<file path="src/pipe_pkg.sv">
`default_nettype none

package pipe_pkg;

  // Datapath
  localparam int xlen = 32;
  localparam int reg_count = 32;
  localparam int reg_aw = 5;

  // Memories
  localparam int imem_words = 64;
  localparam int imem_aw = 6;
  localparam int dmem_words = 16;
  localparam int dmem_aw = 4;

  // Opcodes
  localparam logic [6:0] op_reg   = 7'b0110011;
  localparam logic [6:0] op_imm   = 7'b0010011;
  localparam logic [6:0] op_load  = 7'b0000011;
  localparam logic [6:0] op_store = 7'b0100011;

  // Function codes, SUB is ADD with f7_sub
  localparam logic [2:0] f3_add = 3'b000;
  localparam logic [2:0] f3_xor = 3'b100;
  localparam logic [2:0] f3_or  = 3'b110;
  localparam logic [6:0] f7_sub = 7'b0100000;

  // ALU selector
  localparam logic [1:0] alu_add = 2'd0;
  localparam logic [1:0] alu_sub = 2'd1;
  localparam logic [1:0] alu_xor = 2'd2;
  localparam logic [1:0] alu_or  = 2'd3;

  // One instruction word, three field layouts
  typedef union packed {
    struct packed {
      logic [6:0] funct7;
      logic [4:0] rs2;
      logic [4:0] rs1;
      logic [2:0] funct3;
      logic [4:0] rd;
      logic [6:0] opcode;
    } r_view;
    struct packed {
      logic [11:0] imm12;
      logic [4:0]  rs1;
      logic [2:0]  funct3;
      logic [4:0]  rd;
      logic [6:0]  opcode;
    } i_view;
    struct packed {
      logic [6:0] imm_hi;
      logic [4:0] rs2;
      logic [4:0] rs1;
      logic [2:0] funct3;
      logic [4:0] imm_lo;
      logic [6:0] opcode;
    } s_view;
  } instr_u;

endpackage

`default_nettype wire

</file>
<file path="src/fe_stage.sv">
`timescale 1ns/10ps
`default_nettype none

module fe_stage (
  input  logic                         clk,
  input  logic                         reset,
  input  logic                         run,
  input  logic                         prog_we,
  input  logic [pipe_pkg::imem_aw-1:0] prog_addr,
  input  logic [pipe_pkg::xlen-1:0]    prog_data,
  input  logic                         de_stall,
  input  logic                         de_halt,
  output logic                         fe_valid,
  output logic [pipe_pkg::xlen-1:0]    fe_instr,
  output logic [pipe_pkg::imem_aw-1:0] fe_pc,
  output logic [pipe_pkg::xlen-1:0]    cycle_count
);

  logic [pipe_pkg::xlen-1:0]    imem [pipe_pkg::imem_words];
  logic [pipe_pkg::imem_aw-1:0] pc;
  logic                         fetch;

  assign fetch = run && !de_halt && !de_stall;

  // Program load port
  always_ff @(posedge clk) begin
    if (prog_we)
      imem[prog_addr] <= prog_data;
  end

  always_ff @(posedge clk or posedge reset) begin
    if (reset) begin
      pc          <= '0;
      fe_valid    <= 1'b0;
      cycle_count <= '0;
    end else begin
      cycle_count <= cycle_count + 1'b1; // Free running
      if (fetch)
        pc <= pc + 1'b1;
      if (!de_stall)
        fe_valid <= fetch; // Hold the latch while DE stalls
    end
  end

  always_ff @(posedge clk) begin
    if (fetch) begin
      fe_instr <= imem[pc];
      fe_pc    <= pc;
    end
  end

endmodule

`default_nettype wire

</file>
<file path="config.mk">
export PLATFORM = sky130hd
export DESIGN_NAME = fe_stage
export DESIGN_NICKNAME = d
export VERILOG_FILES = /design/src/pipe_pkg.sv /design/src/fe_stage.sv
export SDC_FILE = /design/constraint.sdc
export NUM_CORES = 2
export LEC_CHECK = 0
export ABC_AREA = 0
export BUFFER_PORTS_ARGS = -buffer_cell sky130_fd_sc_hd__buf_2
export CORE_ASPECT_RATIO = 1.75
export CORE_UTILIZATION = 45
export DETAILED_ROUTE_END_ITERATION = 10
export PLACE_DENSITY = 0.6
export SLEW_MARGIN = 20
export SYNTH_ARGS = -nofsm -noshare
export SYNTH_HDL_FRONTEND = slang
export SYNTH_SLANG_ARGS = --single-unit
export TNS_END_PERCENT = 50
</file>
<file path="constraint.sdc">
create_clock -name clk -period 6.95 [get_ports clk]
set_input_delay 1.39 -clock clk [delete_from_list [all_inputs] [get_ports clk]]
set_output_delay 1.39 -clock clk [all_outputs]
set_load 0.02 [all_outputs]
</file>
# Yosys cells after proc, flatten, opt, wreduce, memory -nomap -nowiden
# Memory sizes are Yosys's and may differ from the RTL's. A register that Yosys moved wholly into a read port is not among the register bits.
# Cells that the tools add are included.
# word_totals
register_bits	45
ram_bits	2048
inputBits	44
out_inout_bits	71
wordCells	13
mem_count	1
# classes
addsub	2
mux	2
n_reduce_logical	4
# memory_table
name	depth	width	read_ports	rd_clocked_by_memory_dff	wr	line_no	text
imem	64	32	1	1	1	fe_stage.sv:19	logic [pipe_pkg::xlen-1:0] imem [pipe_pkg::imem_words];
# ops
operator	count
adder 32 x 1 -> 32 bit (second input constant)	1
adder 6 x 1 -> 6 bit (second input constant)	1
logical AND 1 bit	2
logical NOT 1 bit	2
2-to-1 mux 1 bit	2

# Longest topological paths before layout
# logic_depth
depth_word	3
depth_mapped	11
depth_no_buf	6

# Worst setup path before layout
# No wires, ideal clock.
# synth_timing
kind	input to register
start	input port de_halt
end	register pc[5] (netlist bit)
setup_ns	0.133
arrival_ns	5.301
required_ns	6.817
path_slack_ns	1.516
stages	4
path_buffers	0
path_cell_list	nor3b_1 > and3_1 > nand3_1 > xnor2_1
# synth_between
elab_chain_len	3
# synth_rtl
item	line_no	text
start, declared	fe_stage.sv:12	input logic de_halt,
logical NOT 1 bit	fe_stage.sv:23	assign fetch = run && !de_halt && !de_stall;
logical AND 1 bit (2 in a row)	fe_stage.sv:23	
end signal, assigned	fe_stage.sv:39	pc <= pc + 1'b1;
end, declared	fe_stage.sv:20	logic [pipe_pkg::imem_aw-1:0] pc;
# No other way between the ends.
# A chain may end at the register's enable or synchronous reset.

==> flow_metrics.env <==
export IMPL_grt_pass1_vias=39480
export IMPL_die_h_um=564.6
export IMPL_hp_class="input port to async pin"
export IMPL_synthTopCellsByCount="2086 x edfxtp_1, 520 x mux4_2, 126 x nand2_1, 94 x nor2_1, 83 x mux2_2"
export IMPL_skew_ns=0.04764
export IMPL_rsz0062_at_grt="no"
export IMPL_start_kind="register"
export IMPL_grt_first_pass_wirelength_mm=289.2
export IMPL_cap_violations=0
export IMPL_die_w_um=323.5
export IMPL_clockBufferDepth=4
export IMPL_path_clk_slew_ns=0.07
export IMPL_io_buffers=114
export IMPL_finalPower_mw=32.71
export IMPL_syn_inst=3559
export IMPL_avgViaCountPerCell=5.998
export IMPL_wl_mm=203.7
export IMPL_drcViolationCount=0
export IMPL_antenna_found_initial=7
export IMPL_worst_pin_slew_ns=1.112
export IMPL_dieArea_um2=182600
export IMPL_synthDominantCellAreaShare_pct=76.98
export IMPL_final_antenna_net_count=0
export IMPL_synth_most_common_cell="edfxtp_1"
export IMPL_fin_util_pct=50.69
export IMPL_nets=3846
export IMPL_max_freq_ghz=0.2373
export IMPL_drtIter0Drc=3588
export IMPL_grt_overflow=0
export IMPL_ys_seq_area_share_pct=78.17
export IMPL_rows=206
export IMPL_n_fill_cell=14260
export IMPL_maxSlewHeadroom_pct=25.67
export IMPL_synth_nets=3605
export IMPL_ctsHoldBuffers=0
export IMPL_syn2layout_area_growth_pct=12.07
export IMPL_synthArstFlopShare_pct=1.835
export IMPL_status="completed"
export IMPL_routabilityCongestion=0.8007
export IMPL_vias=37990
export IMPL_synth_warnings=0
export IMPL_cts_buffers=186
export IMPL_peakVddDrop_uv=377.0
export IMPL_crit_path_end_kind="register"
export IMPL_final_cells=6333
export IMPL_synth_avg_cell_area_um2=22.87
export IMPL_cts_root_buf="clkbuf_16"
export IMPL_power_density_nw_per_um2=358.7
export IMPL_synth_edf_count=2086
export IMPL_postCtsSetupRepairBufs=0
export IMPL_setup_tns_ns=0
export IMPL_dpl_cell_count=6002
export IMPL_post_route_min_period_ns=4.215
export IMPL_ys_types=55
export IMPL_grt_total_usage_pct=22.53
export IMPL_core_area_um2=179900
export IMPL_first_pass_iters=5
export IMPL_place_hpwl_mm=115.6
export IMPL_drive_above_1_share_pct=29.37
export IMPL_cp_arrival_ns=4.74
export IMPL_htreeDepth=4
export IMPL_final_period_utilization_pct=60.64
export IMPL_yosysTopAreaCell="edfxtp_1"
export IMPL_ctsResizeCount=0
export IMPL_finalSetupViolCount=0
export IMPL_hold_slack_ns=0.4240
export IMPL_synthTopCellsByArea="edfxtp_1 77%, mux4_2 14%, dfrtp_1 1.2%, mux2_2 1.1%, mux2i_1 0.95%"
export IMPL_cts_sinks=2125
export IMPL_slew_viol_final=0
export IMPL_synth_top_flop_cell="edfxtp_1"
export IMPL_timing_final_hold_violations=0
export IMPL_wl_per_cell_um=32.17
export IMPL_cts_tree="built"
export IMPL_pin_count=115
export IMPL_crit_type="register to register"
export IMPL_clk_latency_ns=0.83
export IMPL_ys_ff_latch=2125
export IMPL_required_ns=7.48
export IMPL_initial_utilization_pct=45.23
export IMPL_cellLeakagePower_nw=28.38
export IMPL_synth_area_um2=81380
export IMPL_grt_max_degree=144
export IMPL_worstPathMaxFanout=64
[path summary, 6_finish.rpt]
kind                                            from                         to  slack, ns  cells past startpoint
max reg2reg                        pc[0]$_DFFE_PP0P_     fe_instr[24]$_DFFE_PP_       2.74                      6
min reg2reg                cycle_count[31]$_DFF_PP0_  cycle_count[31]$_DFF_PP0_       0.47                      1
max                                pc[0]$_DFFE_PP0P_     fe_instr[24]$_DFFE_PP_       2.74                      6
max in group asynchronous                      reset          pc[2]$_DFFE_PP0P_       5.73                      3
min in group clk           cycle_count[31]$_DFF_PP0_  cycle_count[31]$_DFF_PP0_       0.47                      1
min                                            reset   cycle_count[3]$_DFF_PP0_       0.42                      2
[worst max-delay path, cell delays in order (launching register included)]
cell     delay [ns]
dfrtp_4        1.07
buf_12         0.51
buf_4          0.51
mux4_2         0.59
mux4_2         0.51
o22ai_1        0.53
nor2_1         0.08
[metal layers]
layer,routed length [um],vias to the layer above,global-route usage [%]
met2,109800,1259,40.46
met5,11,-,0
met4,6874,2,7.678
met1,76670,20810,28.13
met3,10360,342,2.608
li1,-,15580,-
[final cells by class]
cell class                      instances  area [um^2]  share of cell area [%]
Antenna cell                            1        2.502                0.002744
Clock buffer                          229         4837                   5.304
Clock inverter                         99        750.7                  0.8232
Inverter                                5        26.28                 0.02881
Multi-Input combinational cell       1247        17260                   18.93
Sequential cell                      2125        63630                   69.78
Tap cell                             2392         2993                   3.282
Timing Repair Buffer                  235         1694                   1.858
[state kept, by name, indices dropped and copies added (netlist names)]
signal,count
cycle_count,32
fe_instr,32
pc,6
fe_valid,1
fe_pc,6
imem,2048
[power by group]
group          total, mW  internal, mW  switching (mW)
Clock               9.82          5.34            4.48
Combinational       8.33          3.85            4.49
Sequential          14.6          14.3           0.270
[metrics by stage]
step	setup WS (ns)	instance area [um^2]
6_report	2.735	91200
5_1_grt	2.482	91200
4_1_cts	2.542	91110
3_5_place_dp	2.468	85520
3_3_place_gp	2.527	85470
2_1_floorplan	1.516	81380
[cell usage in the layout, fill, tap and decap left out, drive strengths merged, types with 23 or more instances in the layout]
| cell type | count |
|---|---|
| buf | 235 |
| mux2 | 83 |
| dfrtp | 39 |
| mux2i | 77 |
| a221oi | 26 |
| a31oi | 24 |
| clkbuf | 229 |
| nand3 | 27 |
| nor2 | 95 |
| mux4 | 520 |
| xnor2 | 23 |
| clkinv | 82 |
| a22oi | 32 |
| edfxtp | 2086 |
| nor2b | 25 |
| nand2 | 126 |
[kinds of logic after synthesis]
kind of cell	Yosys count	share of synthesized area (%)
xor gates and xnor gates	35	0.3767
muxes	680	16.49
DFF	2125	78.17
and+or+nand+nor	332	1.871
buffers and inverters	187	1.232
AOI/OAI and AO/OA	198	1.828
adders and majority gates	2	0.03075
Power figures use the tool's default switching activity.
