## src/pipe_pkg.sv

```systemverilog
`default_nettype none

package pipe_pkg;

  // Datapath
  localparam int xlen = 32;
  localparam int reg_count = 32;
  localparam int reg_aw = 5;

  // Memories
  localparam int imem_words = 64;
  localparam int imem_aw = 6;
  localparam int dmem_words = 16;
  localparam int dmem_aw = 4;

  // Opcodes
  localparam logic [6:0] op_reg   = 7'b0110011;
  localparam logic [6:0] op_imm   = 7'b0010011;
  localparam logic [6:0] op_load  = 7'b0000011;
  localparam logic [6:0] op_store = 7'b0100011;

  // Function codes, SUB is ADD with f7_sub
  localparam logic [2:0] f3_add = 3'b000;
  localparam logic [2:0] f3_xor = 3'b100;
  localparam logic [2:0] f3_or  = 3'b110;
  localparam logic [6:0] f7_sub = 7'b0100000;

  // ALU selector
  localparam logic [1:0] alu_add = 2'd0;
  localparam logic [1:0] alu_sub = 2'd1;
  localparam logic [1:0] alu_xor = 2'd2;
  localparam logic [1:0] alu_or  = 2'd3;

  // One instruction word, three field layouts
  typedef union packed {
    struct packed {
      logic [6:0] funct7;
      logic [4:0] rs2;
      logic [4:0] rs1;
      logic [2:0] funct3;
      logic [4:0] rd;
      logic [6:0] opcode;
    } r_view;
    struct packed {
      logic [11:0] imm12;
      logic [4:0]  rs1;
      logic [2:0]  funct3;
      logic [4:0]  rd;
      logic [6:0]  opcode;
    } i_view;
    struct packed {
      logic [6:0] imm_hi;
      logic [4:0] rs2;
      logic [4:0] rs1;
      logic [2:0] funct3;
      logic [4:0] imm_lo;
      logic [6:0] opcode;
    } s_view;
  } instr_u;

endpackage

`default_nettype wire

```

## src/wb_stage.sv

```systemverilog
`timescale 1ns/10ps
`default_nettype none

module wb_stage (
  input  logic                        clk,
  input  logic                        reset,
  input  logic                        mem_valid,
  input  logic [pipe_pkg::xlen-1:0]   mem_result,
  input  logic [pipe_pkg::reg_aw-1:0] mem_rd,
  input  logic                        mem_we,
  input  logic                        mem_store,
  input  logic                        mem_halt_item,
  output logic                        wb_we,
  output logic [pipe_pkg::reg_aw-1:0] wb_rd,
  output logic [pipe_pkg::xlen-1:0]   wb_data,
  output logic                        retire_valid,
  output logic                        retire_we,
  output logic [pipe_pkg::reg_aw-1:0] retire_rd,
  output logic [pipe_pkg::xlen-1:0]   retire_data,
  output logic [pipe_pkg::xlen-1:0]   reg10_val,
  output logic                        halted
);

  logic live;

  assign live    = mem_valid && !mem_halt_item;
  assign wb_we   = live && mem_we && !mem_store; // Register file port in DE
  assign wb_rd   = mem_rd;
  assign wb_data = mem_result;

  always_ff @(posedge clk or posedge reset) begin
    if (reset) begin
      retire_valid <= 1'b0;
      retire_we    <= 1'b0;
      reg10_val    <= '0;
      halted       <= 1'b0;
    end else begin
      retire_valid <= live;
      retire_we    <= wb_we;
      if (wb_we && wb_rd == 5'd10)
        reg10_val <= wb_data; // Shadow of x10
      if (mem_valid && mem_halt_item)
        halted <= 1'b1; // Sticky until reset
    end
  end

  always_ff @(posedge clk) begin
    retire_rd   <= mem_rd;
    retire_data <= mem_result;
  end

endmodule

`default_nettype wire

```

## config.mk

```make
export PLATFORM = sky130hd
export DESIGN_NAME = wb_stage
export DESIGN_NICKNAME = d
export VERILOG_FILES = /design/src/pipe_pkg.sv /design/src/wb_stage.sv
export SDC_FILE = /design/constraint.sdc
export NUM_CORES = 1
export LEC_CHECK = 0
export ABC_AREA = 1
export BUFFER_PORTS_ARGS = -buffer_cell sky130_fd_sc_hd__buf_2
export CORE_UTILIZATION = 42
export DETAILED_ROUTE_END_ITERATION = 7
export PLACE_DENSITY = 0.78
export REMOVE_ABC_BUFFERS = 1
export SYNTH_ARGS = -nofsm -noshare
export SYNTH_HDL_FRONTEND = slang
export SYNTH_SLANG_ARGS = --single-unit
```

## constraint.sdc

```tcl
create_clock -name clk -period 1.6 [get_ports clk]
set_clock_uncertainty 0.15 [all_clocks]
set_input_delay 0.32 -clock clk [delete_from_list [all_inputs] [get_ports clk]]
set_output_delay 0.32 -clock clk [all_outputs]
set_load 0.1 [all_outputs]
```

== Yosys cells after proc, flatten, opt, wreduce, memory -nomap -nowiden ==
Index checks and enable logic that the tools add are counted.

* Equal/unequal tests: 1
* Reductions and logical operators: 7

{| class="wikitable"
|+ Operators with widths
! cell !! number
|-
| $eq 5x4->1 const B || 1
|-
| $logic_and 1x1->1 || 5
|-
| $logic_not 1->1 || 2
|}

* Flip-flop bits (word level): 72
* Bits of input ports: 43
* Output and inout bits: 110
* Logic and storage cells: 14

== Depth between registers and ports, before layout ==
* Word-level depth: 5
* Depth in mapped cells: 7
* Depth with buffers taken out: 6

== Worst setup path after synthesis ==
No wires, ideal clock.

* Path kind: reg2out
* From: register retire_data[0] in the netlist's numbering
* To: output retire_data[0] in the netlist's numbering
* Data arrival time: 909 ps
* Data required time: 1130 ps
* Setup slack: 221 ps
* Cell stages (with the launch flop): 1
* Path buffers: 0
* Cells stage by stage: dfxtp_1

{| class="wikitable"
|+ RTL lines
! what !! RTL line !! source
|-
| start, declared || wb_stage.sv:19 || <nowiki>output logic [pipe_pkg::xlen-1:0] retire_data,</nowiki>
|-
| start signal, assigned || wb_stage.sv:49 || <nowiki>retire_data <= mem_result;</nowiki>
|}

No word-level cell between the ends.

== Worst setup path in the final report ==
* From: register reg10_val[16] in the netlist's numbering
* To: output reg10_val[16] in the netlist's numbering

{| class="wikitable"
|+ RTL lines
! what !! RTL line !! source
|-
| start, declared || wb_stage.sv:20 || <nowiki>output logic [pipe_pkg::xlen-1:0] reg10_val,</nowiki>
|-
| start signal, assigned || wb_stage.sv:41 || <nowiki>reg10_val <= wb_data;</nowiki>
|}

No word-level cell between the ends.

==> results.rst <==
.. list-table::
   :header-rows: 1

   * - Metric
     - Value
   * - Synthesis-stage register bit count
     - between 70 and 80
   * - Area share of the largest cell type after synthesis
     - roughly a third
   * - Worst reg2reg setup slack
     - between 700 and 800 ps
   * - Final Instance Count excl. Fillers
     - ~450
   * - Slowest stage cell on the critical path
     - buf_2
   * - H-tree depth
     - 3
   * - Worst-skew pair later-pin latency
     - roughly 320 ps
   * - DIE WIDTH
     - approximately 80 um
   * - Mean Syn Cell Area
     - ~11 um2
   * - Number of remaining DRC errors
     - 0
   * - Combined area of all synthesized cells
     - approximately 2500 um2
   * - Grt ovf
     - 0
   * - Initial standard-cell utilization of the core
     - 44.6%
   * - Detailed Route WL
     - roughly 5900 um
   * - Hold Startpoint
     - mem_result[20]
   * - Capturing point of the worst reg2reg path
     - halted$_DFFE_PP0P_
   * - Worst path max stage delay
     - approximately 440 ps
   * - Clock net sink count
     - slightly above 70
   * - Number of antenna violations at the first check in global routing
     - 0
   * - Worst Hold Depth
     - 1
   * - CTS tree
     - built
   * - Number of nets at the end of the flow
     - around 400
   * - Via count of the routed design
     - about 2000
   * - Post-route antenna net violation count
     - 0
   * - Crit share post-route
     - a little over nine tenths
   * - Final Core Density
     - between 70% and 80%
   * - Count of unique library cells instantiated by Yosys
     - 14
   * - Hold-critical path endpoint
     - retire_data[20]$_DFF_P_
   * - DP HPWL
     - 4160 um
   * - Critical setup path kind
     - reg -> out
   * - Run status
     - completed
   * - Count of final setup violators
     - 0
   * - Largest area contributor in the netlist
     - dfrtp_1
   * - Leading cell types in the layout, fill and taps excluded
     - buf_2, nand2_1, buf_12
   * - Pwr Density
     - 1180 nW/um2
   * - Global-route wire length before repair
     - 9040 um
   * - Iter 0 DRT Violations
     - 72
   * - Ordered cell list for the critical path
     - buf_2
   * - Ports placed on the boundary
     - 153
   * - Antenna diode count
     - 0
   * - Largest driver fanout on the critical path
     - 2
   * - Launch point of the worst reg-to-reg path
     - halted$_DFFE_PP0P_
   * - Arrival time reported for the critical path endpoint
     - 1110 ps
   * - Worst Setup Start Kind
     - flop
   * - Share of layout cells above drive strength 1
     - between 40% and 50%
   * - Post-synthesis to final-layout area growth
     - 59.5%
   * - Average wire per standard cell
     - between 10 and 15 um
   * - Worst slew margin
     - between 60% and 70%
   * - Largest net degree at the start of global routing
     - 36
   * - Final hold viol count
     - 0
   * - Post-CTS clock slew at the launch and capture registers of the worst setup and hold paths
     - 70 ps
   * - Maximum capacitance violations
     - 0
   * - Most common library cell in the layout ignoring fill and taps
     - buf_2
   * - Worst vdd rail ir drop
     - roughly 0.66 mV
   * - Library cell used as clock root buffer
     - clkbuf_8
   * - Mean number of vias per cell
     - approximately 4.5
   * - Die outline height
     - slightly below 80 um
   * - Maximum buffer depth of the clock tree
     - 2
   * - Area of the die
     - roughly 6300 um2
   * - Buf+Inv Stages, Crit Path
     - 1
   * - Mapped Cells
     - roughly 230
   * - Row cnt
     - 27
   * - Kind of path behind the tightest hold check
     - in -> reg
   * - Sequential-to-total area share from yosys stat
     - approximately 64%
   * - Initial DRT Pass Iterations
     - 6
   * - Via count of the first global-routing pass
     - 1889
   * - Logic depth of the worst register-to-register path
     - 1
   * - Std-Cell Core Area
     - around 5600 um2
   * - Cell types with the largest area share after synthesis
     - dfrtp_1, dfxtp_1, buf_4, nand2_1, nand3_1
   * - Total number of yosys warnings
     - 0
   * - Final Max Slew Viols
     - 0
   * - Number of gates on the worst path with buffers counted
     - 1
   * - Total routing resource utilization after global routing
     - between 10% and 20%
   * - Final critical-path required period
     - ~1600 ps
   * - Reported leakage power
     - around 0.0022 uW
   * - CP delay by family, top
     - buffers and inverters
   * - Placer Congestion
     - roughly 0.72
   * - Post-CTS repair timing setup buffer count
     - 0
   * - Max Clock Freq
     - 0.632 GHz
   * - Placed cell count
     - between 400 and 500
   * - Required time at the endpoint of the critical path
     - about 1100 ps
   * - Number of input and output port buffers inserted
     - about 150
   * - Worst-margin pin slew
     - a little over 500 ps
   * - Number of buffers inserted during clock tree synthesis
     - 9
   * - Capturing element type of the critical path
     - output port
## power breakdown
| part | total, uW | switching [uW] | leakage (uW) | internal (uW) |
|---|---|---|---|---|
| clock | 1250 | 601 | 0.0000877 | 650 |
| sequential | 1930 | 31.9 | 0.000789 | 1890 |
| combinational | 1570 | 1220 | 0.00132 | 350 |
| total | 4750 | 1850 | 0.00219 | 2890 |
## per-layer routing
layer	up-vias	track usage, %	wire length, um
li1	956	-	-
met1	950	22.4	2220
met2	95	32.8	3250
met3	4	5.37	447
met4	0	6.00	34
met5	-	0	0
## cell usage after synthesis
cell and n:
inv_1 6, inv_2 1, dfxtp_1 37, buf_6 8, nand2_2 1, a21o_2 1, nor2_8 2, nand2_1 65
dfrtp_1 35, clkbuf_8 1, buf_4 37, nand3_2 1, nand2_4 2, nand3_1 32
## cells by family after synthesis
kind of cell / count (synthesis) / share of synthesized area (%)
buffers and inverters: 53 / 16.2
flip-flops: 72 / 64.2
AO/OA/AOI/OAI: 1 / 0.348
AND/OR/NAND/NOR: 103 / 19.2
## layout make-up
type,instances,area [um2]
clock buffers,15,166
multi-input cells,104,492
inverters,7,26.3
fillers,402,1630
flip-flops and latches,72,1620
clock inverters,1,5.00
repair buffers,174,1620
well taps,72,90.1
## registers in the layout, summed over array words and instances, names as in the netlist
name	cells
retire_data	32
retire_valid	1
halted	1
retire_we	1
retire_rd	5
reg10_val	32
## metrics by stage
step	setup WS, ps	instance area (um2)	setup TNS, ps	hold WS [ps]	total power (uW)
after global routing	-16.1	4010	-16.1	-0.754	4930
after detailed placement	130	3610	0	303	3490
after global placement	183	3610	0	285	3480
after floorplan	-115	2130	-3690	198	2690
after CTS	1.12	3890	0	0.782	4760
final	17.1	4010	0	15.1	4750
## how the worst max path moves through the flow
stage,from,endpoint,slack (ps)
final,reg10_val[16]$_DFFE_PP0P_,reg10_val[16],20
after global routing,reg10_val[28]$_DFFE_PP0P_,reg10_val[28],-20
after detailed placement,mem_rd[4],reg10_val[22]$_DFFE_PP0P_,130
after global placement,mem_halt_item,wb_we,180
after floorplan,mem_halt_item,reg10_val[0]$_DFFE_PP0P_,-120
after CTS,halted$_DFFE_PP0P_,halted,1
## what timing repair did
action	CTS	global route
hold buffers	11	6
endpoints found under the hold margin	45	6
endpoints found under the setup margin	1	25
resized for setup	1	25
No activity file was read; power rests on OpenSTA's default activity.
