[src/pipe_pkg.sv]
`default_nettype none

package pipe_pkg;

  // Datapath
  localparam int xlen = 32;
  localparam int reg_count = 32;
  localparam int reg_aw = 5;

  // Memories
  localparam int imem_words = 64;
  localparam int imem_aw = 6;
  localparam int dmem_words = 16;
  localparam int dmem_aw = 4;

  // Opcodes
  localparam logic [6:0] op_reg   = 7'b0110011;
  localparam logic [6:0] op_imm   = 7'b0010011;
  localparam logic [6:0] op_load  = 7'b0000011;
  localparam logic [6:0] op_store = 7'b0100011;

  // Function codes, SUB is ADD with f7_sub
  localparam logic [2:0] f3_add = 3'b000;
  localparam logic [2:0] f3_xor = 3'b100;
  localparam logic [2:0] f3_or  = 3'b110;
  localparam logic [6:0] f7_sub = 7'b0100000;

  // ALU selector
  localparam logic [1:0] alu_add = 2'd0;
  localparam logic [1:0] alu_sub = 2'd1;
  localparam logic [1:0] alu_xor = 2'd2;
  localparam logic [1:0] alu_or  = 2'd3;

  // One instruction word, three field layouts
  typedef union packed {
    struct packed {
      logic [6:0] funct7;
      logic [4:0] rs2;
      logic [4:0] rs1;
      logic [2:0] funct3;
      logic [4:0] rd;
      logic [6:0] opcode;
    } r_view;
    struct packed {
      logic [11:0] imm12;
      logic [4:0]  rs1;
      logic [2:0]  funct3;
      logic [4:0]  rd;
      logic [6:0]  opcode;
    } i_view;
    struct packed {
      logic [6:0] imm_hi;
      logic [4:0] rs2;
      logic [4:0] rs1;
      logic [2:0] funct3;
      logic [4:0] imm_lo;
      logic [6:0] opcode;
    } s_view;
  } instr_u;

endpackage

`default_nettype wire

[src/agex_stage.sv]
`timescale 1ns/10ps
`default_nettype none

module agex_stage (
  input  logic                        clk,
  input  logic                        reset,
  input  logic                        de_valid,
  input  logic [1:0]                  de_alu_op,
  input  logic [pipe_pkg::xlen-1:0]   de_op_a,
  input  logic [pipe_pkg::xlen-1:0]   de_op_b,
  input  logic [pipe_pkg::xlen-1:0]   de_store_data,
  input  logic [pipe_pkg::reg_aw-1:0] de_rd,
  input  logic                        de_we,
  input  logic                        de_load,
  input  logic                        de_store,
  input  logic                        de_halt_item,
  output logic                        agex_valid,
  output logic [pipe_pkg::xlen-1:0]   agex_result,
  output logic [pipe_pkg::xlen-1:0]   agex_store_data,
  output logic [pipe_pkg::reg_aw-1:0] agex_rd,
  output logic                        agex_we,
  output logic                        agex_load,
  output logic                        agex_store,
  output logic                        agex_halt_item,
  output logic [pipe_pkg::reg_aw-1:0] agex_busy_rd
);

  logic [pipe_pkg::xlen-1:0] alu_out;

  // Address for loads and stores too
  always_comb begin
    case (de_alu_op)
      pipe_pkg::alu_sub: alu_out = de_op_a - de_op_b;
      pipe_pkg::alu_xor: alu_out = de_op_a ^ de_op_b;
      pipe_pkg::alu_or:  alu_out = de_op_a | de_op_b;
      default:           alu_out = de_op_a + de_op_b;
    endcase
  end

  assign agex_busy_rd = (de_valid && de_we) ? de_rd : '0; // Item now in AGEX

  always_ff @(posedge clk or posedge reset) begin
    if (reset) begin
      agex_valid     <= 1'b0;
      agex_we        <= 1'b0;
      agex_load      <= 1'b0;
      agex_store     <= 1'b0;
      agex_halt_item <= 1'b0;
    end else begin
      agex_valid     <= de_valid;
      agex_we        <= de_we;
      agex_load      <= de_load;
      agex_store     <= de_store;
      agex_halt_item <= de_halt_item;
    end
  end

  always_ff @(posedge clk) begin
    agex_result     <= alu_out;
    agex_store_data <= de_store_data;
    agex_rd         <= de_rd;
  end

endmodule

`default_nettype wire

[config.mk]
export PLATFORM = sky130hd
export DESIGN_NAME = agex_stage
export DESIGN_NICKNAME = d
export VERILOG_FILES = /design/src/pipe_pkg.sv /design/src/agex_stage.sv
export SDC_FILE = /design/constraint.sdc
export NUM_CORES = 1
export LEC_CHECK = 0
export BUFFER_PORTS_ARGS = -buffer_cell sky130_fd_sc_hd__buf_4
export CAP_MARGIN = 20
export CORE_ASPECT_RATIO = 1.75
export CORE_MARGIN = 2
export CORE_UTILIZATION = 45
export DETAILED_ROUTE_END_ITERATION = 16
export PLACE_DENSITY = 0.72
export SYNTH_ARGS = -nofsm -noshare
export SYNTH_HDL_FRONTEND = slang
export SYNTH_SLANG_ARGS = --single-unit
[constraint.sdc]
create_clock -name clk -period 0.8 [get_ports clk]
set_input_delay 0.08 -clock clk [delete_from_list [all_inputs] [get_ports clk]]
set_output_delay 0.08 -clock clk [all_outputs]
set_load 0.02 [all_outputs]
==> results of run 1 <==
## through the flow
step	utilization	setup TNS, ns
after CTS	0.8767	-52.18
after detailed placement	0.7137	-61.84
after global placement	0.7137	-59.81
after floorplan	-	-44.68
## timing repair
item | CTS
pin swaps | 64
hold buffers | 43
hold endpoints to repair | 47
setup buffers | 29
endpoints found under the setup margin | 106
resized for setup | 273
## cell families after synthesis
kind of cell / after synthesis
buffers and inverters: 109
AND/OR/NAND/NOR: 150
multiplexers: 8
flip-flops: 74
XOR/XNOR: 56
AO/OA/AOI/OAI: 178
adder cells (fa/ha/maj): 65
## layer usage
metal | GRT usage | overflow
met1 | 0.6362 | 0
met2 | 0.8822 | 3
met3 | 0.3518 | 0
met4 | 0.6762 | 0
met5 | 0.03306 | 0
==> results.cfg, run 1 <==
[logic_synthesis]
synth_xor_area_frac = 0.09276
syn_area_um2 = 5288
yosys_warnings = 0
seq_area_frac_synth = 0.2849
synth.area.mux_share = 0.01538
synth_adder_area_share = 0.1552
synth-edff-count = 0
synth_top_family_by_area = compound AO/OA/AOI/OAI gates
synth_most_common_cell = inv_1
ys_seq_elements = 74
yosys.area.top_type = dfxtp_1
synth_area_leaders = dfxtp_1 (26%), ha_1 (15%), xnor2_1 (7.5%), inv_1 (5.6%), nand2_1 (4.2%)
synthFlopType = dfxtp_1
ys_types = 62
syn-num-nets = 815
synth_top_area_frac = 0.2612
synthArstFlopShare = 0.06757
synth_compound_area_frac = 0.2291
synth_area_per_cell_um2 = 8.262
netlist_top_cells_count = inv_1 (79), dfxtp_1 (69), ha_1 (64), nand2_1 (59), xnor2_1 (45)
yosys.area_share.simple = 0.1439
synth_cells = 640

[clock_tree]
clock-sinks = 74
numCtsBuffers = 9
clockBufferDepth = 2
cts_max_level = 3
cts-root-buf = clkbuf_16

[outcome]
error = [ERROR GRT-0232] Routing congestion too high. Check the congestion heatmap in the GUI.
stop_stage = 5_1_grt
status = stopped before the end

[place]
place_hpwl_um = 14880
dp_slack_ns = -2.554
place_area_um2 = 8219
dp_cells = 1101
place_congestion = 0.9827
port_buffers = 188

[timing]
endpoint_type = sequential cell input
repair-timing-grt-worst-ep = agex_result[24]$_DFF_P_/D

[floorplanning]
ios = 189
rows = 52
initial_core_util = 0.4591
fp.dieW_um = 85.94
die_h_um = 147.4

[global_routing]
grt-ovfl-total = 3
grt_max_degree = 60
gr-usage-all-layers = 0.6396
==> run 2, diff against run 1 <==
Settings changed: CORE_ASPECT_RATIO 1.75 to default, CORE_UTILIZATION 45 to 30, PLACE_DENSITY 0.72 to default, PLACE_DENSITY_LB_ADDON from default to 0.15.
==> run 2 against run 1 <==
- the flow now finishes, with violations (negative setup slack)
- synthesized cell count unchanged
- synthesized area did not move
==> results.cfg, run 2 <==
[timing]
period_minus_slack_ns = 2.920
slew_viol_final = 0
holdWs_ns = 0.1793
worstMarginPinSlew_ns = 0.5007
rsz0062_at_grt = yes
fin_tns_setup_ns = -53.55
setup_viol = 105
layout_setup_ws_ns = -2.120
min_period_over_period = 3.650
max_freq_ghz = 0.3425
hold_viol = 0
relSlewSlack = 0.6662

[global_routing]
met1_usage = 0.2550
grt_pass1_wl_um = 31080
grt-ovfl-total = 0
gr-usage-all-layers = 0.2118
grt.busiest_layer = met2
antenna_found_initial = 0
use_met2 = 0.3764
grt_max_degree = 69
use_met3 = 0.04370
grt_pass1_vias = 6334

[final_layout]
reg_top3 = agex_result x32, agex_store_data x32, agex_rd x5
layout.cells.non_filler = 1282
final_cell_mix = buf_4 (278), buf_6 (104), inv_1 (75)
nFillCells = 1441
final_common_cell = buf_4
final_util = 0.6052
final_nets = 1227
diodes = 0
drive_above_1_share = 0.5676
area_delta_synth_final_pct = 97.28

[logic_synthesis]
yosys.area.top_type = dfxtp_1
syn_area_um2 = 5288
yosys.area_share.simple = 0.1439
synth_top_family_by_area = compound AO/OA/AOI/OAI gates
seq_area_frac_synth = 0.2849
netlist_top_cells_count = inv_1 (79), dfxtp_1 (69), ha_1 (64), nand2_1 (59), xnor2_1 (45)
synth.area.mux_share = 0.01538
synthArstFlopShare = 0.06757
synth_xor_area_frac = 0.09276
synth_area_per_cell_um2 = 8.262
ys_seq_elements = 74
yosys_warnings = 0
ys_types = 62
synth_compound_area_frac = 0.2291
synthFlopType = dfxtp_1
synth_area_leaders = dfxtp_1 (26%), ha_1 (15%), xnor2_1 (7.5%), inv_1 (5.6%), nand2_1 (4.2%)
synth_cells = 640
synth_adder_area_share = 0.1552
syn-num-nets = 815
synth_most_common_cell = inv_1
synth-edff-count = 0
synth_top_area_frac = 0.2612

[outcome]
violations = negative setup slack
status = finished with violations

[power]
totalPowerFinal_uw = 17100
power.density_nw_per_um2 = 1639
power_leakage_uw = 0.004930
irDropWorstVdd_v = 0.001166

[clock_tree]
cts_tree = done
clk_pin_slew_ns = 0.07
clock-sinks = 74
clockBufferDepth = 2
cts_max_level = 3
cts-root-buf = clkbuf_16
numCtsBuffers = 9

[floorplanning]
dieArea_um2 = 18700
ios = 189
rows = 48
initial_core_util = 0.3068
coreArea_um2 = 17240
fp.dieW_um = 136.8
die_h_um = 136.8

[place]
dp_cells = 1189
port_buffers = 188
place_congestion = 0.9003
place_hpwl_um = 14540

[drt]
num_vias = 6146
drtIter0Drc = 201
wl_per_cell_um = 15.72
vias_per_cell = 4.794
first_pass_iters = 4
wl_um = 20150
drc = 0
ant_nets = 0

[setup_path]
slowest_stage = or4_4
path_buf_inv = 6
crit_path_max_fanout = 5
crit_chain = buf_6 -> or4_4 -> buf_12 -> nor2_4 -> buf_4 -> a21oi_1 -> xnor2_1 -> ha_1 -> buf_6 -> inv_1 -> nor4_1 -> a22oi_2 -> buf_4 -> o2111ai_2 -> a41oi_2 -> xnor2_1 -> mux2i_1
worst_ep_required_time_ns = 1.02
crit_path_end_kind = flip-flop
worstSetupPathType = in -> reg
slowest_delay_ns = 0.58
critical_path_arrival_ns = 3.14
crit_family = simple AND/OR/NAND/NOR gates
start_kind = input pin

[flow_run]
drv_cap = 0

[worst_hold_path]
hp-class = in -> reg
## run 2: cell counts after synthesis
No cell type changed its count.
## run 2: tightest hold or removal path, stage by stage
cell and delay (ns):
buf_4 0.11, inv_1 0.05, ha_1 0.12, o211ai_1 0.07, o21ai_1 0.07
## run 2: logic make-up (layout without fill, tap and decap cells)
| logic type | after synthesis | count (layout) |
|---|---|---|
| AOI/OAI and AO/OA | 178 | 178 |
| and+or+nand+nor | 150 | 150 |
| buffers and inverters | 109 | 526 |
| DFF | 74 | 74 |
| adders and majority gates | 65 | 65 |
| xor gates and xnor gates | 56 | 56 |
| muxes | 8 | 8 |
## run 2: path summary, 6_finish.rpt
path / from / endpoint / depth (start not counted)
max in group asynchronous: reset / agex_we$_DFF_PP0_ / 3
setup / recovery: de_op_b[11] / agex_result[31]$_DFF_P_ / 17
hold / removal: de_op_a[10] / agex_result[10]$_DFF_P_ / 5
min in group asynchronous: reset / agex_valid$_DFF_PP0_ / 3
## run 2: area by class of cell
type	count	area, µm²	area share
inverter	80	310.3	0.02975
sequential	74	1592	0.1526
timing repair buffer	430	3784	0.3627
clock inverter	7	85.08	0.008156
multi-input combinational	457	4154	0.3982
tap	225	281.5	0.02699
clock buffer	9	225.2	0.02159
## run 2: through the flow
step / area (µm²) / setup slack (ns)
floorplan: 5568 / -2.041
global placement: 8304 / -2.489
detailed placement: 8304 / -2.555
CTS: 10110 / -2.085
global route: 10430 / -2.301
finish: 10430 / -2.120
## run 2: power breakdown
part | internal [µW] | switching, µW
registers | 4220 | 220
clock network | 2480 | 1850
logic | 4370 | 3960
## run 2: routing by layer
metal  vias to the layer above  part of all wire  routed length (µm)
met5                         -                 0                   0
met4                         0             0.015                 309
met3                        24             0.059                1197
met2                       188              0.49                9976
met1                      2868              0.43                8671
li1                       3066                 -                   -
## run 2: repair_timing
item | in CTS | in global routing
pin swaps | 41 | 41
gates resized for setup | 248 | 57
endpoints found under the hold margin | 47 | 0
setup endpoints to repair | 106 | 106
setup buffers | 31 | 16
hold buffers | 43 | 0
(Power assumes the default switching activity.)
