### src/pipe_pkg.sv
`default_nettype none

package pipe_pkg;

  // Datapath
  localparam int xlen = 32;
  localparam int reg_count = 32;
  localparam int reg_aw = 5;

  // Memories
  localparam int imem_words = 64;
  localparam int imem_aw = 6;
  localparam int dmem_words = 16;
  localparam int dmem_aw = 4;

  // Opcodes
  localparam logic [6:0] op_reg   = 7'b0110011;
  localparam logic [6:0] op_imm   = 7'b0010011;
  localparam logic [6:0] op_load  = 7'b0000011;
  localparam logic [6:0] op_store = 7'b0100011;

  // Function codes, SUB is ADD with f7_sub
  localparam logic [2:0] f3_add = 3'b000;
  localparam logic [2:0] f3_xor = 3'b100;
  localparam logic [2:0] f3_or  = 3'b110;
  localparam logic [6:0] f7_sub = 7'b0100000;

  // ALU selector
  localparam logic [1:0] alu_add = 2'd0;
  localparam logic [1:0] alu_sub = 2'd1;
  localparam logic [1:0] alu_xor = 2'd2;
  localparam logic [1:0] alu_or  = 2'd3;

  // One instruction word, three field layouts
  typedef union packed {
    struct packed {
      logic [6:0] funct7;
      logic [4:0] rs2;
      logic [4:0] rs1;
      logic [2:0] funct3;
      logic [4:0] rd;
      logic [6:0] opcode;
    } r_view;
    struct packed {
      logic [11:0] imm12;
      logic [4:0]  rs1;
      logic [2:0]  funct3;
      logic [4:0]  rd;
      logic [6:0]  opcode;
    } i_view;
    struct packed {
      logic [6:0] imm_hi;
      logic [4:0] rs2;
      logic [4:0] rs1;
      logic [2:0] funct3;
      logic [4:0] imm_lo;
      logic [6:0] opcode;
    } s_view;
  } instr_u;

endpackage

`default_nettype wire

### src/de_stage.sv
`timescale 1ns/10ps
`default_nettype none

module de_stage (
  input  logic                        clk,
  input  logic                        reset,
  input  logic                        fe_valid,
  input  logic [pipe_pkg::xlen-1:0]   fe_instr,
  input  logic [pipe_pkg::reg_aw-1:0] agex_busy_rd,
  input  logic [pipe_pkg::reg_aw-1:0] mem_busy_rd,
  input  logic                        wb_we,
  input  logic [pipe_pkg::reg_aw-1:0] wb_rd,
  input  logic [pipe_pkg::xlen-1:0]   wb_data,
  output logic                        de_stall,
  output logic                        de_halt,
  output logic                        de_valid,
  output logic [1:0]                  de_alu_op,
  output logic [pipe_pkg::xlen-1:0]   de_op_a,
  output logic [pipe_pkg::xlen-1:0]   de_op_b,
  output logic [pipe_pkg::xlen-1:0]   de_store_data,
  output logic [pipe_pkg::reg_aw-1:0] de_rd,
  output logic                        de_we,
  output logic                        de_load,
  output logic                        de_store,
  output logic                        de_halt_item
);

  logic [pipe_pkg::xlen-1:0]   rf [pipe_pkg::reg_count];
  pipe_pkg::instr_u            ins;
  logic [pipe_pkg::reg_aw-1:0] rs1;
  logic [pipe_pkg::reg_aw-1:0] rs2;
  logic [pipe_pkg::reg_aw-1:0] rd;
  logic [pipe_pkg::xlen-1:0]   imm_i;
  logic [pipe_pkg::xlen-1:0]   imm_s;
  logic [pipe_pkg::xlen-1:0]   rs1_val;
  logic [pipe_pkg::xlen-1:0]   rs2_val;
  logic                        is_reg, is_imm, is_load, is_store, is_halt;
  logic                        use_rs1, use_rs2;
  logic [1:0]                  alu_op;
  logic                        halt_q;

  assign ins = fe_instr;
  assign rs1 = ins.r_view.rs1;
  assign rs2 = ins.r_view.rs2;
  assign rd  = ins.r_view.rd;
  assign imm_i = {{20{ins.i_view.imm12[11]}}, ins.i_view.imm12};
  assign imm_s = {{20{ins.s_view.imm_hi[6]}}, ins.s_view.imm_hi, ins.s_view.imm_lo};

  assign is_reg   = ins.r_view.opcode == pipe_pkg::op_reg;
  assign is_imm   = ins.r_view.opcode == pipe_pkg::op_imm;
  assign is_load  = ins.r_view.opcode == pipe_pkg::op_load;
  assign is_store = ins.r_view.opcode == pipe_pkg::op_store;
  assign is_halt  = fe_instr == '0;
  assign use_rs1  = is_reg || is_imm || is_load || is_store;
  assign use_rs2  = is_reg || is_store;

  // Write-through read, x0 is hardwired
  assign rs1_val = (rs1 == '0) ? '0 : (wb_we && wb_rd == rs1) ? wb_data : rf[rs1];
  assign rs2_val = (rs2 == '0) ? '0 : (wb_we && wb_rd == rs2) ? wb_data : rf[rs2];

  assign de_stall = fe_valid &&
                    ((use_rs1 && rs1 != '0 && (rs1 == agex_busy_rd || rs1 == mem_busy_rd)) ||
                     (use_rs2 && rs2 != '0 && (rs2 == agex_busy_rd || rs2 == mem_busy_rd)));
  assign de_halt = halt_q || (fe_valid && is_halt); // Stops FE in the same cycle

  always_comb begin
    alu_op = pipe_pkg::alu_add; // Loads, stores and ADDI
    if (is_reg) begin
      case (ins.r_view.funct3)
        pipe_pkg::f3_add: alu_op = (ins.r_view.funct7 == pipe_pkg::f7_sub) ?
                                   pipe_pkg::alu_sub : pipe_pkg::alu_add;
        pipe_pkg::f3_xor: alu_op = pipe_pkg::alu_xor;
        pipe_pkg::f3_or:  alu_op = pipe_pkg::alu_or;
        default:          alu_op = pipe_pkg::alu_add;
      endcase
    end
  end

  always_ff @(posedge clk or posedge reset) begin
    if (reset) begin
      for (int i = 0; i < pipe_pkg::reg_count; i++)
        rf[i] <= '0;
    end else if (wb_we && wb_rd != '0) begin
      rf[wb_rd] <= wb_data;
    end
  end

  always_ff @(posedge clk or posedge reset) begin
    if (reset) begin
      de_valid     <= 1'b0;
      de_we        <= 1'b0;
      de_load      <= 1'b0;
      de_store     <= 1'b0;
      de_halt_item <= 1'b0;
      halt_q       <= 1'b0;
    end else begin
      de_valid     <= fe_valid && !de_stall; // Bubble on hazard
      de_we        <= (is_reg || is_imm || is_load) && rd != '0;
      de_load      <= is_load;
      de_store     <= is_store;
      de_halt_item <= is_halt;
      if (fe_valid && is_halt)
        halt_q <= 1'b1;
    end
  end

  always_ff @(posedge clk) begin
    de_alu_op     <= alu_op;
    de_op_a       <= rs1_val;
    de_op_b       <= is_reg ? rs2_val : (is_store ? imm_s : imm_i);
    de_store_data <= rs2_val;
    de_rd         <= rd;
  end

endmodule

`default_nettype wire

### config.mk
export PLATFORM = sky130hd
export DESIGN_NAME = de_stage
export DESIGN_NICKNAME = d
export VERILOG_FILES = /design/src/pipe_pkg.sv /design/src/de_stage.sv
export SDC_FILE = /design/constraint.sdc
export NUM_CORES = 2
export LEC_CHECK = 0
export BUFFER_PORTS_ARGS = -buffer_cell sky130_fd_sc_hd__buf_2
export CAP_MARGIN = 20
export CORE_UTILIZATION = 40
export DETAILED_ROUTE_END_ITERATION = 8
export SLEW_MARGIN = 20
export SYNTH_ARGS = -nofsm -noshare
export SYNTH_HDL_FRONTEND = slang
export SYNTH_SLANG_ARGS = --single-unit
### constraint.sdc
create_clock -name clk -period 66.6 [get_ports clk]
set_input_delay 0 -clock clk [delete_from_list [all_inputs] [get_ports clk]]
set_output_delay 0 -clock clk [all_outputs]
set_load 0.02 [all_outputs]
Word level (Yosys, flattened, before mapping) --
Cells that the tools add are included. Widths: inputs -> output; s select.
Operators by class: muxes and demuxes 16, reduce and logical (&&, ||, !) cells 29, equal/unequal tests 13, bitwise gates (word level) 3, magnitude comparators 4
Operators by type and width (number):
- $bwmux 1024 | 1
- $bmux 32 s5 | 2
- $mux 32 | 9
- $demux 32 s5 | 1
- $logic_not 32->1 | 1
- $eq 5x5->1 | 6
- $eq 7x6->1 const B | 3
- $reduce_bool 5->1 | 4
- $ge 6x6->1 const B | 3
- $not 5->6 | 3
- $logic_and 1x1->1 | 12
- $logic_not 5->1 | 2
- $logic_or 1x1->1 | 8
- $eq 7x2->1 const B | 1
- $eq 7x5->1 const B | 1
- $eq 3x3->1 const B | 2
- $lt 6x1->1 const B | 1
- $pmux 2 s3 | 1
- $mux 5 | 1
- $logic_not 3->1 | 1
- $logic_not 1->1 | 1
- $mux 1 | 1
Storage, ports and cells: register bits after elaboration 1133, logic and storage cells 108, input port bits 83

Logic depth before layout (Yosys ltp) --
depth after elaboration 10, gate-level depth with buffers 9, depth with buffers taken out 5

Least setup slack after synthesis --
No wires, ideal clock.
path kind input-to-output, from in fe_instr[21] (netlist bit), to out de_stall, slack 64.842 ns, data arrival time 1.758 ns, stages 9, path buffers 4, cells stage by stage buf_2 > buf_4 > buf_2 > buf_2 > xnor2_1 > nand2_1 > o22ai_1 > a32oi_1 > nor3b_1
Between the ends: cells in the longest elaborated chain, start to end 5
Ends and longest elaborated chain:
- start: declaration | RTL line de_stage.sv:8 | input logic [pipe_pkg::xlen-1:0] fe_instr,
- $eq 5x5->1 / $reduce_bool 5->1 (equally long branches) | RTL line de_stage.sv:63 | (use_rs2 && rs2 != '0 && (rs2 == agex_busy_rd || rs2 == mem_busy_rd)));
- $logic_or 1x1->1 / $logic_and 1x1->1 (equally long branches) | RTL line de_stage.sv:63
- $logic_and 1x1->1 * | RTL line de_stage.sv:63
- $logic_or 1x1->1 * | RTL line de_stage.sv:62 | ((use_rs1 && rs1 != '0 && (rs1 == agex_busy_rd || rs1 == mem_busy_rd)) ||
- $logic_and 1x1->1 * | RTL line de_stage.sv:61 | assign de_stall = fe_valid &&
- end: declaration | RTL line de_stage.sv:14 | output logic de_stall,
Mark *: on every way between the ends. The rest lies on a longest branch, timed or not.

Final worst setup path --
from in fe_instr[19] (netlist bit), to reg de_op_a[29] (netlist bit)
Between the ends: cells in the longest elaborated chain, start to end 5
Ends and longest elaborated chain:
- $not 5->6 (implied by the code) | RTL line de_stage.sv:58 | assign rs1_val = (rs1 == '0) ? '0 : (wb_we && wb_rd == rs1) ? wb_data : rf[rs1];
- $bmux 32 s5 | RTL line de_stage.sv:58
- $mux 32 (implied by the code) (2 in series) | RTL line de_stage.sv:58
- $mux 32 | RTL line de_stage.sv:58
- end signal: assignment | RTL line de_stage.sv:109 | de_op_a <= rs1_val;
- end: declaration | RTL line de_stage.sv:18 | output logic [pipe_pkg::xlen-1:0] de_op_a,
Parallel ways exist; a longest one is shown, timed or not. The select of a mux whose other input is x is not followed. A chain may end at the register's enable or synchronous reset.

==> metrics <==
GRT Util Overall=0.274; Slew HR=0.158; DR WL met3=16300 um; EDFF count, synth=0; DRT Pass-1 Iters=5; Starting Density=0.405; DRT antenna net count=0; # hold bufs at CTS=82; synthesized area=58400 sq um; Syn. warnings=0; CP max-delay cell=buf_4; I/O Buffers=192; chip height=384 um; count of max-cap constraint violations=0; most frequent cells in the layout=1176 x mux2_2, 1030 x dfrtp_1, 366 x mux4_2; die width=384 um; detailed placer's ending HPWL=114000 um; HP Class=primary input to flip-flop; Root Driver=clkbuf_16; clock-pin slew of the registers on the worst-case setup and hold paths=0.06 ns; syn_nets=4307; Sw Ratio=0.278; P&R area growth vs syn=12.5%; Post-Syn Area per Cell=13.8 sq um; combinational share of power=0.196; CTS Buf Count=120; via density per instance=6.39; commonest non-fill, non-tap cell in the layout=mux2_2; most used flip-flop cell after synthesis=dfrtp_1; Post-CTS Setup Inserts=0; vias=39.9k; arrival time at the worst endpoint=4.24 ns; initial DRC count=4093; Pint=1.45 mW; CP Cell Sequence=dlygate4sd3_1 > buf_4 > buf_4 > and2_2 > buf_4 > a22oi_1 > nand2_1 > a32oi_1 > nand2_1 > dlygate4sd3_1; Yosys reg bits=1133; Critical Path RT=67.30 ns; standard-cell rows=139; Max Transition Viols Final=0; CTS max path bufs=3; Top Metal Used=met5; WL met2=93700 um; Yosys cell types=65; Tot Pwr=2.01 mW; Peak Freq=282 MHz; WL per Instance=32.4 um; Sequential Power Share=0.454; CP most frequent cell=buf_4; actual slew at the worst max-slew pin=1.26 ns; Leakage=28.3 nW; post-route setup TNS=0 ns; post-CTS resize count=0; Worst-Skew Late Latency=0.75 ns; CP startpoint kind=primary input; vias in the first global route=39.7k; final worst slack=63.06 ns; Final Hold Fails=0; status=completed; antenna violations before repair=10; Placement Setup Slack=62.47 ns; CTS tree=done; post-synth top area cell=dfrtp_1; Worst path max stage delay=0.77 ns; post-route clock period utilization=0.0532; fin crit period=3.54 ns; Die ar.=148000 sq um; Final #Nets=4321; pwr dens=30.6 nW/um^2; setup repair after global routing missed its margin=no; core footprint=144000 sq um; clock sink count=1133; VDD IR max=0.0210 mV; grt total ovfl=0; critical path peak fanout=43; H-tree levels=3; Clk pwr share=0.350; top cells by area, synth=dfrtp_1 44%, mux2_2 23%, mux4_2 14%, dfxtp_1 3.5%, mux2i_1 1.7%; IO Count=193; Fill cells=13.0k; DP Area=60700 sq um; first-pass GRT wire length=294000 um; final WL=202000 um; post-route cell area=65700 sq um; Worst Skew=0.0367 ns; largest net degree at the start of global routing=158; final weighted congestion in routability-driven placement=0.831; crit end category=flip-flop; layout cells sized above 1=0.479; Post-synth ARST share=0.909; final setup violation count=0; Setup CP Type=primary input to flip-flop; drt drc=0; share of the synthesized area in the top cell type=0.441; sequential share of the synthesized area=0.476; Syn Inst Count=4224; Net Sw Power=0.559 mW; M1 WL=84300 um
worst max-delay path, delay by kind of cell:
family	cells	cell delay, ns
buf+inv	5	3.02
compound gates	2	0.29
simple gates	3	0.84
path summary, 6_finish.rpt:
check,startpoint,end,slack [ns],cells after the start
max,fe_instr[19],de_op_a[29],63.06,10
min,fe_instr[27],de_op_b[7],0.07,3
max reg2reg,rf[608],de_op_b[0],63.78,5
min reg2reg,rf[992],rf[992],0.39,0
max in group asynchronous,reset,rf[14],63.08,7
min in group asynchronous,reset,rf[6],0.53,4
synthesized netlist by cell type (all sizes together) (3+ instances only):
library cell	instances
a221o	3
o21ai	97
or4	4
clkbuf	228
and3	7
nand2b	6
mux2i	101
inv	4
a21oi	65
o22ai	82
and3b	4
a21boi	3
o211a	6
buf	238
a32oi	20
nand3	39
and2	5
nor4	7
or2	6
nand4	9
a22oi	132
a211o	4
xnor2	29
nor3	86
dfrtp	1030
nor2b	34
a31oi	6
a22o	14
o211ai	14
a221oi	22
dfxtp	103
mux4	366
mux2	1188
a211oi	26
a2111oi	4
nand2	152
nor2	34
nor3b	20
o21a	8
nand3b	3
routing by layer:
metal | track usage | vias to the layer above
li1 | - | 16100
met1 | 0.382 | 21500
met2 | 0.423 | 1889
met3 | 0.0492 | 405
met4 | 0.107 | 6
met5 | 0 | -
metrics by stage:
step                      std cells  hold slack, ns  utilization
final                          6250          0.0666        0.455
after detailed placement       5937           0.134        0.421
after CTS                      6248          0.0176        0.455
after floorplan                4224          0.0277            -
after global routing           6248          0.0746        0.455
after global placement         5935           0.128        0.420
area by class of cell:
cell class | instances | area [sq um] | area share
Multi-Input combinational cell | 2620 | 28700 | 0.437
Sequential cell | 1133 | 27800 | 0.424
Clock buffer | 193 | 3720 | 0.0567
Timing Repair Buffer | 358 | 2610 | 0.0397
Tap cell | 1903 | 2380 | 0.0362
Clock inverter | 36 | 408 | 0.00621
Inverter | 5 | 26.3 | 0.000400
Antenna cell | 2 | 5.00 | 0.0000762
state kept, by name (all words and copies together) (netlist names):
| signal | flops |
|---|---|
| de_store_data | 32 |
| de_rd | 5 |
| de_load | 1 |
| de_op_a | 32 |
| halt_q | 1 |
| de_alu_op | 2 |
| de_op_b | 32 |
| de_store | 1 |
| rf | 1024 |
| de_halt_item | 1 |
| de_we | 1 |
| de_valid | 1 |
cells by family after synthesis:
kind of cell | after synthesis | synth area share
simple gates | 419 | 0.0357
buf+inv | 471 | 0.0364
flops | 1133 | 0.476
compound gates | 516 | 0.0596
mux | 1655 | 0.387
xor+xnor | 30 | 0.00450
power groups by stage:
stage / clock (mW) / combinational [mW] / sequential (mW)
6_report: 0.703 / 0.393 / 0.912
3_5_place_dp: 0 / 0.388 / 0.920
3_3_place_gp: 0 / 0.381 / 0.916
4_1_cts: 0.713 / 0.393 / 0.908
5_1_grt: 0.739 / 0.420 / 0.927
2_1_floorplan: 0 / 0.294 / 0.897
Note: power is estimated with default switching activity, not from simulation.
